`config.mk`:
```
export PLATFORM = sky130hd
export DESIGN_NAME = io_timer
export DESIGN_NICKNAME = d
export VERILOG_FILES = /design/src/source/soc_fabric_pkg.sv /design/src/source/io_timer.sv
export SDC_FILE = /design/constraint.sdc
export NUM_CORES = 1
export LEC_CHECK = 0
export ABC_AREA = 1
export BUFFER_PORTS_ARGS = -buffer_cell sky130_fd_sc_hd__buf_4
export CORE_MARGIN = 5
export CORE_UTILIZATION = 46
export DETAILED_ROUTE_END_ITERATION = 8
export PLACE_DENSITY = 0.81
export SKIP_CTS_REPAIR_TIMING = 1
export SYNTH_ARGS = -nofsm -noshare
export SYNTH_HDL_FRONTEND = slang
export SYNTH_SLANG_ARGS = --single-unit
```
`constraint.sdc`:
```
create_clock -name sysclock -period 2.3 [get_ports sysclock]
set_input_delay 0.115 -clock sysclock [delete_from_list [all_inputs] [get_ports sysclock]]
set_output_delay 0.115 -clock sysclock [all_outputs]
set_load 0.01 [all_outputs]
```
`src/source/soc_fabric_pkg.sv`:
```
`default_nettype none

package soc_fabric_pkg;

  typedef logic [31:0] addr_t;
  typedef logic [31:0] data_t;
  typedef logic [3:0]  sel_t;
  typedef logic [3:0]  region_t;   // adr[31:28]
  typedef logic [15:0] count_t;
  typedef logic [2:0]  irq_t;

  // region map, anything else is unmapped
  localparam region_t REGION_ROM = 4'h2;
  localparam region_t REGION_IO  = 4'h4;
  localparam region_t REGION_RAM = 4'h7;

  localparam irq_t IRQ_NONE  = 3'd0;
  localparam irq_t IRQ_FAULT = 3'd1;
  localparam irq_t IRQ_TIMER = 3'd2;

  // io word offsets, adr[3:2]
  localparam logic [1:0] IO_RELOAD  = 2'd0;
  localparam logic [1:0] IO_CONTROL = 2'd1;   // 0 timer en, 1 irq en
  localparam logic [1:0] IO_STATUS  = 2'd2;   // 0 timer, 1 fault; w1c

  typedef enum logic [1:0] {
    ARB_IDLE,
    CPU_OWN,
    FETCH_OWN,
    RELEASE
  } arb_state_t;

  typedef enum logic [1:0] {
    FETCH_IDLE,
    REQUEST,
    WAIT_ACK
  } fetch_state_t;

endpackage

`default_nettype wire

```
`src/source/io_timer.sv`:
```
`timescale 1ns/100ps
`default_nettype none

module io_timer (
  input  logic                  sysclock,
  input  logic                  rst_i,
  input  logic                  io_stb_i,
  input  soc_fabric_pkg::addr_t cpu_adr_i,
  input  soc_fabric_pkg::data_t cpu_dat_i,
  input  logic                  cpu_we_i,
  input  logic                  fault_pulse_i,
  output soc_fabric_pkg::data_t io_dat_o,
  output logic                  io_ack_o,
  output logic                  fetch_start_o,
  output soc_fabric_pkg::irq_t  irq_o
);

  soc_fabric_pkg::count_t reload_q;
  soc_fabric_pkg::count_t count_q;
  soc_fabric_pkg::data_t dat_q;
  logic [1:0] ctrl_q;
  logic [1:0] pend_q;
  logic [1:0] off;
  logic [1:0] clr;
  logic ack_q;
  logic start_q;
  logic wr;
  logic expire;

  assign off    = cpu_adr_i[3:2];
  assign wr     = io_stb_i & cpu_we_i & ~ack_q;   // once per access
  assign expire = ctrl_q[0] & (count_q == '0);
  assign clr    = (wr && off == soc_fabric_pkg::IO_STATUS) ? cpu_dat_i[1:0] : 2'b00;

  always_ff @(posedge sysclock or posedge rst_i) begin
    if (rst_i) begin
      reload_q <= '0;
      count_q <= '0;
      ctrl_q <= 2'b00;
      pend_q <= 2'b00;
      ack_q <= 1'b0;
      start_q <= 1'b0;
    end else begin
      ack_q <= io_stb_i & ~ack_q;
      start_q <= expire;
      if (wr && off == soc_fabric_pkg::IO_RELOAD)
        reload_q <= cpu_dat_i[15:0];
      if (wr && off == soc_fabric_pkg::IO_CONTROL)
        ctrl_q <= cpu_dat_i[1:0];
      if (!ctrl_q[0] || expire)
        count_q <= reload_q;   // parked or reloading
      else
        count_q <= count_q - 1'b1;
      // new events win over a clear in the same cycle
      pend_q <= (pend_q & ~clr) | {fault_pulse_i, expire};
    end
  end

  always_ff @(posedge sysclock) begin
    if (io_stb_i && !ack_q) begin
      case (off)
        soc_fabric_pkg::IO_RELOAD:  dat_q <= {16'h0, reload_q};
        soc_fabric_pkg::IO_CONTROL: dat_q <= {30'h0, ctrl_q};
        soc_fabric_pkg::IO_STATUS:  dat_q <= {30'h0, pend_q};
        default:                    dat_q <= '0;
      endcase
    end
  end

  // fault ahead of timer
  always_comb begin
    irq_o = soc_fabric_pkg::IRQ_NONE;
    if (ctrl_q[1]) begin
      if (pend_q[1])
        irq_o = soc_fabric_pkg::IRQ_FAULT;
      else if (pend_q[0])
        irq_o = soc_fabric_pkg::IRQ_TIMER;
    end
  end

  assign io_dat_o      = dat_q;
  assign io_ack_o      = ack_q;
  assign fetch_start_o = start_q;

endmodule

`default_nettype wire

```
==> results of run 1 <==
## final cells by class
type	count	area [sq um]
Tap cell	72	90.1
Clock buffer	5	68.8
Sequential cell	54	1430
Clock inverter	3	63.8
Multi-Input combinational cell	214	918
Timing Repair Buffer	47	358
Inverter	38	145
Fill cell	486	2430
## cells in the final DEF, fill, tap and decap left out, types with 3 or more instances in the layout
cell	Yosys	routed
o21ai_0	12	12
dfrtp_1	38	38
xor2_1	3	3
nor2_1	54	54
edfxtp_1	16	16
inv_1	37	37
a21oi_1	14	14
conb_1	1	17
clkbuf_8	0	5
nand2_1	91	91
nand3_1	12	12
buf_4	17	45
## power groups by stage
stage                     combinational, mW  sequential, mW  clock [mW]
after floorplan                       0.500            1.34           0
after global placement                0.611            1.36           0
after detailed placement              0.629            1.37           0
after CTS                             0.637            1.35       0.749
after global routing                  0.730            1.39       0.787
final                                 0.638            1.36       0.734
## cell usage after synthesis (all sizes together)
master | n | share of area
nand2 | 94 | 0.14
nor2 | 56 | 0.084
inv | 38 | 0.056
o21ai | 12 | 0.023
xor2 | 3 | 0.010
a21oi | 14 | 0.027
clkbuf | 3 | 0.0043
nand3 | 12 | 0.023
conb | 1 | 0.0014
o211ai | 1 | 0.0029
buf | 21 | 0.064
dfrtp | 38 | 0.36
nand3b | 2 | 0.0057
xnor2 | 2 | 0.0067
edfxtp | 16 | 0.18
ha | 1 | 0.0048
## worst min-delay path by stage
stage / from / end / slack (ns) / depth (start not counted)
after CTS: rst_i / count_q[15] / -0.07 / 3
after global placement: rst_i / pend_q[0] / 0.26 / 3
final: cpu_dat_i[8] / reload_q[8] / 0.05 / 3
after detailed placement: rst_i / ctrl_q[1] / 0.27 / 3
after floorplan: fault_pulse_i / pend_q[1] / 0.21 / 2
after global routing: cpu_dat_i[8] / reload_q[8] / 0.04 / 3
## cells by family (layout without fill, tap and decap cells)
family | count (synthesis) | in the layout | synth area share
AOI/OAI and AO/OA | 27 | 27 | 0.0527
xor gates and xnor gates | 5 | 5 | 0.0168
adders and majority gates | 1 | 1 | 0.00479
buffers and inverters | 62 | 93 | 0.124
DFF | 54 | 54 | 0.548
other | 1 | 17 | 0.00144
and+or+nand+nor | 164 | 164 | 0.253
## stage by stage
step                cell area, sq um  power (mW)  std cells  utilization
global placement                2920        1.97        423        0.531
global route                    3080        2.90        433        0.559
detailed placement              2920        2.00        423        0.531
floorplan                       2670        1.84        330            -
CTS                             3060        2.74        431        0.555
finish                          3080        2.73        433        0.559
## tightest hold or removal path, stage by stage
cell,delay [ns]
buf_4,0.08
nor2_1,0.03
a21oi_1,0.09
## sequential cells by signal, summed over array words and instances, names as in the netlist
signal / flops
pend_q: 2
io_dat_o: 16
count_q: 16
ctrl_q: 2
fetch_start_o: 1
reload_q: 16
io_ack_o: 1
## routing by layer
layer | GRT usage | wire length [um]
met1 | 0.172 | 2200
met2 | 0.271 | 2520
met3 | 0.0282 | 227
met4 | 0.0518 | 85
met5 | 0 | 0
==> key figures, run 1 <==
Run status
  • Status: finished, final reports clean

Die
  • Chip Width: between 80 and 90 um
  • Ports: about 110
  • Die Y: about 85 um
  • Die area: 7290 sq um
  • Starting Density: 0.474
  • Core ar.: ~5500 sq um
  • Cell Rows: 27

Critical path
  • Critical path buffers and inverters: 2
  • R2R setup slack: between 0.5 and 0.6 ns
  • CP cell instances: inv_1 -> ha_1 -> nand2_2 -> nor2_4 -> nand2_2 -> nand2_4 -> inv_4 -> nand2_1 -> nand2_1
  • Worst R2R Path Depth: 9
  • CP endpoint: count_q[14]
  • WP depth: 9
  • Delay-heaviest family, CP: simple AND/OR/NAND/NOR gates
  • Worst Path Required: 2.51 ns
  • Startpoint Class: flip-flop
  • Peak per-stage delay on the critical path: approximately 0.41 ns
  • Worst R2R End: count_q[14]
  • Crit end category: flip-flop
  • Worst setup startpoint: count_q[0]
  • Crit path max fanout: 21
  • Slowest cell on the critical path: dfrtp_1
  • FF-to-FF Start: count_q[0]
  • Setup Crit Path Kind: reg -> reg
  • CP Data Arrival Time: 1.99 ns

STA
  • Setup Skew: ~0.0063 ns
  • Shortest period the worst path allows: 1.78 ns
  • Setup ws final: between 0.5 and 0.6 ns
  • Final setup viols: 0
  • Max Freq: around 560 MHz
  • Endpoints failing hold: 0
  • Fin. max-slew vios: 0
  • WHS: 0.0484 ns
  • Crit share post-route: 0.775
  • Fin Setup TNS: 0 ns
  • Unrepaired setup endpoints after global routing: no

Place
  • Gp weighted congestion: just under 0.9
  • Pre-CTS setup slack: ~0.52 ns
  • # port buffers: 42
  • Final HPWL DP: around 3.7 mm

Pwr
  • Seq pwr share: 0.497
  • Pwr Density: 887 nW/um^2
  • Max IR drop VDD: about 0.58 mV
  • Combinational Power Share: 0.234
  • Pint: roughly 1.9 mW
  • Leak pwr: 1.58 nW
  • NetSw: 0.853 mW
  • Clock share of power: 0.269
  • Switching share of power: 0.313

Clock tree
  • Later-pin clock latency in the skew report: slightly above 0.3 ns
  • CTS tree: yes
  • Clock Path Buffers: 2
  • CTS sink count: 54
  • CTS Root Cell: clkbuf_8
  • Reg clk slew, reported paths: around 0.1 ns
  • H-tree depth: 2
  • Total CTS buffers: 5

Drt
  • Routed vias/inst: between 4 and 5
  • Vias: around 2.0k
  • Average wire per standard cell: 11.6 um
  • Drt pass-1 iters: 6
  • Final ANT Viol Nets: 0
  • Initial DRC count: 127
  • DRC Markers: 0
  • Final wirelength: 5.03 mm

GRT
  • Vias in the first global route: 1978
  • GRT overflow: 0
  • Largest net degree at the start of global routing: 39
  • Initial antenna violation count: 0
  • First-pass GRT wire length: about 8.7 mm
  • GRT Overall Usage: 0.149

Synthesis
  • Instance count of the mapped netlist: approximately 310
  • Yosys cell types: 23
  • Register bit total from synthesis: 54
  • Sequential fraction of the synthesis area: 0.548
  • Syn avg cell area: 8.32 sq um
  • Synthesis Warnings: 0
  • Mapped cell area: ~2600 sq um

Hold path
  • Min-delay worst type: in -> reg

Finish
  • Number of diodes: 0
  • Layout cells sized above 1: 0.161
  • Layout Nets: 430
  • Area grow syn2layout: 17.7%

Flow run
  • Max-cap violation count: 0
(Power assumes the default switching activity.)
==> inputs of run 2 (changes only) <==
--- a/config.mk
+++ b/config.mk
@@ -5,12 +5,12 @@
 export SDC_FILE = /design/constraint.sdc
 export NUM_CORES = 1
 export LEC_CHECK = 0
-export ABC_AREA = 1
+export ABC_AREA = 0
 export BUFFER_PORTS_ARGS = -buffer_cell sky130_fd_sc_hd__buf_4
 export CORE_MARGIN = 5
-export CORE_UTILIZATION = 46
+export CORE_UTILIZATION = 43
 export DETAILED_ROUTE_END_ITERATION = 8
-export PLACE_DENSITY = 0.81
+export PLACE_DENSITY = 0.8
 export SKIP_CTS_REPAIR_TIMING = 1
 export SYNTH_ARGS = -nofsm -noshare
 export SYNTH_HDL_FRONTEND = slang
==> constraint.sdc (replaced) <==
create_clock -name sysclock -period 1.6 [get_ports sysclock]
set_input_delay 0.08 -clock sysclock [delete_from_list [all_inputs] [get_ports sysclock]]
set_output_delay 0.08 -clock sysclock [all_outputs]
set_load 0.01 [all_outputs]
==> run 2 against run 1 <==
The flow now finishes with violations (setup timing); combinational power rose to 3.2 times the previous value; setup slack got worse by 0.90 ns; utilization increased by 2.5 points; synthesized cell count is 34% lower; count of clock-buffer cells in the layout unchanged; critical path depth down 1; register-to-register slack worse by 0.90 ns; sequential share of layout area shrank 4.6 points; cell area rose by 11%; largest power group unchanged; highest routed layer unchanged.
==> key figures, run 2 <==
Run status
  • Violated checks: setup timing
  • Status: finished, violations left

Drt
  • Routed vias/inst: roughly 4.8
  • Vias: between 1.5k and 2k
  • Final wirelength: around 5.3 mm
  • Initial DRC count: roughly 120
  • Drt pass-1 iters: 4
  • Average wire per standard cell: ~14 um
  • Final ANT Viol Nets: 0
  • DRC Markers: 0

Place
  • Final HPWL DP: 3.82 mm
  • Dpl cell area: 3140 sq um
  • # port buffers: 42
  • Gp weighted congestion: 0.856

Critical path
  • Worst Path Required: ~1.8 ns
  • CP Data Arrival Time: 2.18 ns
  • R2R setup slack: -0.38 ns
  • Worst R2R Path Depth: 8
  • Crit path max fanout: 5
  • Crit end category: flip-flop
  • Setup Crit Path Kind: reg -> reg
  • Startpoint Class: flip-flop
  • Worst R2R End: count_q[3]
  • FF-to-FF Start: count_q[1]

Finish
  • Final instance area: about 3400 sq um
  • Seq. cell area: approximately 1400 sq um
  • Layout cells sized above 1: 0.476
  • Area occupied by multi-input gates: around 1100 sq um
  • Layout Nets: around 360
  • Area grow syn2layout: 33.3%
  • Most common library cell in the layout ignoring fill and taps: buf_4
  • Number of diodes: 0
  • Most frequent cells in the layout: buf_4 (70), dfrtp_1 (38), mux2_2 (18)
  • # fillers: 451

STA
  • Setup ws final: -0.383 ns
  • Max Freq: 504 MHz
  • Endpoints failing hold: 0
  • Final setup viols: 17
  • Shortest period the worst path allows: 1.98 ns
  • Unrepaired setup endpoints after global routing: yes
  • Setup Skew: 0.00394 ns
  • Crit share post-route: 1.24
  • Fin. max-slew vios: 0

Synthesis
  • Synth top cells by count: dfrtp_1 (38), nand2_1 (22), mux2_2 (18)
  • Synthesis Warnings: 0
  • Xor/xnor cell area share of the yosys netlist: 0.0445
  • Largest family of logic cells by synthesized area: simple AND/OR/NAND/NOR gates
  • Mapped cell area: between 2000 and 3000 sq um
  • Sequential fraction of the synthesis area: 0.559
  • Adder-Cell Fraction of Synth Area: 0.00489
  • Most frequent cell after synthesis: dfrtp_1
  • Syn avg cell area: about 12 sq um
  • Complex-gate fraction of the synthesized area: 0.0796
  • Synth Area in Simple Gates: 0.151
  • Top post-synthesis cells by area: dfrtp_1 (37%), edfxtp_1 (19%), mux2_2 (7.9%)
  • Instance count of the mapped netlist: roughly 210
  • Cell taking the most area after synthesis: dfrtp_1
  • Async SR Flop Fraction: 0.704
  • Post-synth top flop: dfrtp_1
  • Register bit total from synthesis: 54
  • Yosys top cell area share: 0.371
  • Post-synth EDFFs: 16
  • Post-synthesis mux area share: 0.0870
  • Yosys cell types: 36

Die
  • Die Y: around 87 um
  • Chip Width: approximately 87 um
  • Cell Rows: 28
  • Starting Density: 0.438
  • Ports: roughly 110
  • Die area: 7600 sq um
  • Core ar.: just under 6000 sq um

Clock tree
  • CTS sink count: 54
  • Clock Path Buffers: 2
  • Reg clk slew, reported paths: about 0.090 ns
  • H-tree depth: 2
  • CTS tree: yes
  • CTS Root Cell: clkbuf_8
  • Later-pin clock latency in the skew report: roughly 0.30 ns
  • Total CTS buffers: 5

Hold path
  • Worst hold path depth: 2
  • Hold_sp: cpu_dat_i[12]
  • Hold endpoint: reload_q[12]
  • Min-delay worst type: in -> reg

Flow run
  • Max-cap violation count: 0

GRT
  • First-pass GRT wire length: 8.23 mm
  • GRT overflow: 0
  • Vias in the first global route: between 1.5k and 2k
  • Initial antenna violation count: 0
  • GRT Overall Usage: 0.138
  • Largest net degree at the start of global routing: 39

Pwr
  • Pwr Density: around 1400 nW/um^2
  • Max IR drop VDD: around 0.56 mV
  • Leak pwr: between 1.5 and 2 nW
  • Total Power: roughly 4.8 mW
[run 2: how the worst max path moves through the flow]
stage,startpoint,to,slack (ns)
5_1_grt,count_q[1],count_q[15],-0.47
3_5_place_dp,count_q[5],count_q[15],-0.33
3_3_place_gp,count_q[5],count_q[15],-0.26
4_1_cts,count_q[5],count_q[15],-0.35
2_1_floorplan,count_q[5],count_q[5],-0.25
6_report,count_q[1],count_q[3],-0.38
[run 2: final cells by class]
cell class | instances | share of cell area
inverters | 3 | 0.00330
multi-input cells | 143 | 0.323
clock inverters | 3 | 0.00477
flip-flops and latches | 54 | 0.419
clock buffers | 5 | 0.0202
well taps | 75 | 0.0275
repair buffers | 84 | 0.202
[run 2: stage by stage]
| stage | setup slack (ns) | util | setup TNS [ns] | hold WS [ns] | cells |
|---|---|---|---|---|---|
| after CTS | -0.345 | 0.550 | -5.13 | -0.105 | 357 |
| after floorplan | -0.247 | - | -3.80 | 0.172 | 223 |
| final | -0.383 | 0.583 | -5.46 | 0.00757 | 367 |
| after global placement | -0.260 | 0.536 | -4.01 | 0.226 | 349 |
| after global routing | -0.466 | 0.583 | -7.17 | 0.00155 | 367 |
| after detailed placement | -0.334 | 0.536 | -4.81 | 0.229 | 349 |
[run 2: critical path, cell delays in order, from the launching register on]
cell and delay [ns]:
dfrtp_1 0.40, inv_1 0.07, ha_2 0.18, or3b_4 0.42, o41ai_4 0.35, buf_6 0.19, buf_6 0.10, a21oi_2 0.02
a21o_1 0.15
[run 2: power by group]
part | total [mW] | switching [mW] | leakage [nW] | internal [mW]
registers | 2.02 | 0.253 | 0.623 | 1.77
clock network | 0.723 | 0.423 | 0.0416 | 0.300
logic | 2.01 | 0.945 | 0.857 | 1.06
[run 2: cell families (layout without fill, tap and decap cells)]
family,Yosys count,after routing
adder cells (fa/ha/maj),1,1
flip-flops,54,54
multiplexers,20,20
buffers and inverters,26,95
XOR/XNOR,13,13
AO/OA/AOI/OAI,23,23
AND/OR/NAND/NOR,69,69
other,1,17
[run 2: per-layer routing]
layer / vias to the layer above / global-route usage / part of all wire
met5: - / 0 / 0
met4: 0 / 0.0586 / 0.018
met3: 7 / 0.0151 / 0.045
met2: 43 / 0.231 / 0.51
met1: 857 / 0.182 / 0.43
li1: 854 / - / -
==> inputs of run 3 (changes only) <==
--- a/config.mk
+++ b/config.mk
@@ -10,7 +10,7 @@
 export CORE_MARGIN = 5
 export CORE_UTILIZATION = 43
 export DETAILED_ROUTE_END_ITERATION = 8
-export PLACE_DENSITY = 0.8
+export PLACE_DENSITY = 0.75
 export SKIP_CTS_REPAIR_TIMING = 1
 export SYNTH_ARGS = -nofsm -noshare
 export SYNTH_HDL_FRONTEND = slang
==> run 3 against run 2 <==
The flow still finishes with violations (setup timing); clock power up 22%; combinational power down 4%; sequential share of layout area up 0.83 points; critical path depth down 3; via count down 3.3%; largest cell class unchanged; largest power group unchanged; highest routed layer unchanged.
==> key figures, run 3 (synthesized netlist as in run 2, its figures left out) <==
Finish
  • # fillers: 481
  • Final cell count without fillers: 364
  • Layout Nets: 358
  • Most frequent cells in the layout: buf_4 (74), dfrtp_1 (38), mux2_2 (18)
  • Area grow syn2layout: 30.7%
  • Number of diodes: 0
  • Most common library cell in the layout ignoring fill and taps: buf_4
  • Final instance area: between 3000 and 4000 sq um
  • Layout cells sized above 1: 0.457

Die
  • Core ar.: slightly below 6000 sq um
  • Starting Density: 0.438
  • Ports: 106
  • Chip Width: around 87 um
  • Cell Rows: 28
  • Die Y: between 80 and 90 um
  • Die area: around 7600 sq um

Drt
  • Vias: 1703
  • Initial DRC count: 50
  • Drt pass-1 iters: 4
  • Routed vias/inst: 4.68
  • Final wirelength: between 5 and 6 mm
  • Final ANT Viol Nets: 0
  • Average wire per standard cell: 13.8 um
  • DRC Markers: 0

Hold path
  • Min-delay worst type: in -> reg
  • Worst hold path depth: 2

Clock tree
  • CTS sink count: 54
  • H-tree depth: 2
  • Clock Path Buffers: 2
  • CTS tree: yes
  • Later-pin clock latency in the skew report: ~0.30 ns
  • CTS Root Cell: clkbuf_8
  • Total CTS buffers: 5
  • Reg clk slew, reported paths: 0.09 ns

STA
  • Max Freq: 529 MHz
  • Unrepaired setup endpoints after global routing: yes
  • Final setup viols: 17
  • Fin. max-slew vios: 0
  • Shortest period the worst path allows: approximately 1.9 ns
  • Endpoints failing hold: 0
  • Setup ws final: -0.290 ns
  • Crit share post-route: 1.18
  • Setup Skew: around 0.0061 ns
  • WHS: approximately 0.0091 ns

Critical path
  • WP depth: 5
  • Worst Path Required: roughly 1.8 ns
  • Startpoint Class: flip-flop
  • Peak per-stage delay on the critical path: 0.58 ns
  • Crit path max fanout: 12
  • Slowest cell on the critical path: or4_4
  • Crit end category: flip-flop
  • Critical path buffers and inverters: 1
  • CP cell instances: or4_4 -> o41ai_4 -> buf_4 -> nand2_1 -> o21ai_2
  • R2R setup slack: -0.29 ns
  • CP Data Arrival Time: 2.12 ns
  • Worst R2R Path Depth: 5
  • Delay-heaviest family, CP: simple AND/OR/NAND/NOR gates
  • Setup Crit Path Kind: reg -> reg

GRT
  • GRT overflow: 0
  • First-pass GRT wire length: just over 8 mm
  • Largest net degree at the start of global routing: 39
  • GRT Overall Usage: 0.137
  • Vias in the first global route: 1663
  • Initial antenna violation count: 0

Pwr
  • Max IR drop VDD: just over 0.6 mV
  • Leak pwr: 1.49 nW
  • Pwr Density: 1440 nW/um^2

Run status
  • Status: finished, violations left
  • Violated checks: setup timing

Place
  • Final HPWL DP: between 3 and 4 mm
  • Inst Count DP: 350
  • Dpl cell area: 3140 sq um
  • Pre-CTS setup slack: -0.267 ns
  • Gp weighted congestion: just under 0.9
  • # port buffers: 42

Flow run
  • Max-cap violation count: 0
==> run 3: cell count changes in the layout (fill, tap and decap cells not counted), sizes merged <==
| cell | delta |
|---|---|
| buf | -1 |
| bufinv | +1 |
| clkinvlp | -1 |
| clkbuf | +2 |
| clkinv | -2 |
| dlygate4sd3 | -2 |
==> run 3: layer usage <==
metal,wire length (um),GRT usage,vias to the layer above
met3,240,0.0237,8
met5,0,0,-
met4,95,0.0586,0
met1,2250,0.189,804
li1,-,-,850
met2,2430,0.213,41
==> run 3: through the flow <==
stage               total power, mW  utilization  setup TNS (ns)
global placement               3.79        0.537           -3.35
detailed placement             3.85        0.537           -4.04
finish                         4.82        0.572           -4.27
global route                   5.12        0.572           -5.60
CTS                            4.74        0.555           -4.50
floorplan                      3.10            -           -3.80
==> run 3: path summary, 6_finish.rpt <==
path | from | end
max | count_q[5] | count_q[7]
min | cpu_dat_i[9] | reload_q[9]
max reg2reg | count_q[5] | count_q[7]
min reg2reg | reload_q[4] | count_q[4]
max in group asynchronous | rst_i | count_q[12]
min in group asynchronous | rst_i | fetch_start_o
==> run 3: worst register-to-register path, cell delays in order (launching register included) <==
cell and delay [ns]:
dfrtp_1 0.39, or4_4 0.58, o41ai_4 0.44, buf_4 0.27, nand2_1 0.09, o21ai_2 0.06
==> run 3: cell type report <==
class | count | area, sq um | share of cell area
clock buffer | 7 | 76.3 | 0.0228
inverter | 3 | 11.3 | 0.00336
clock inverter | 1 | 30.0 | 0.00897
tap | 75 | 93.8 | 0.0280
sequential | 54 | 1430 | 0.428
multi-input combinational | 143 | 1070 | 0.319
timing repair buffer | 81 | 637 | 0.190
==> run 3: where the power goes <==
| group | total [mW] | leakage [nW] | switching, mW | internal [mW] |
|---|---|---|---|---|
| Combinational | 1.92 | 0.812 | 0.899 | 1.02 |
| Sequential | 2.02 | 0.623 | 0.253 | 1.77 |
| Clock | 0.881 | 0.0524 | 0.412 | 0.468 |
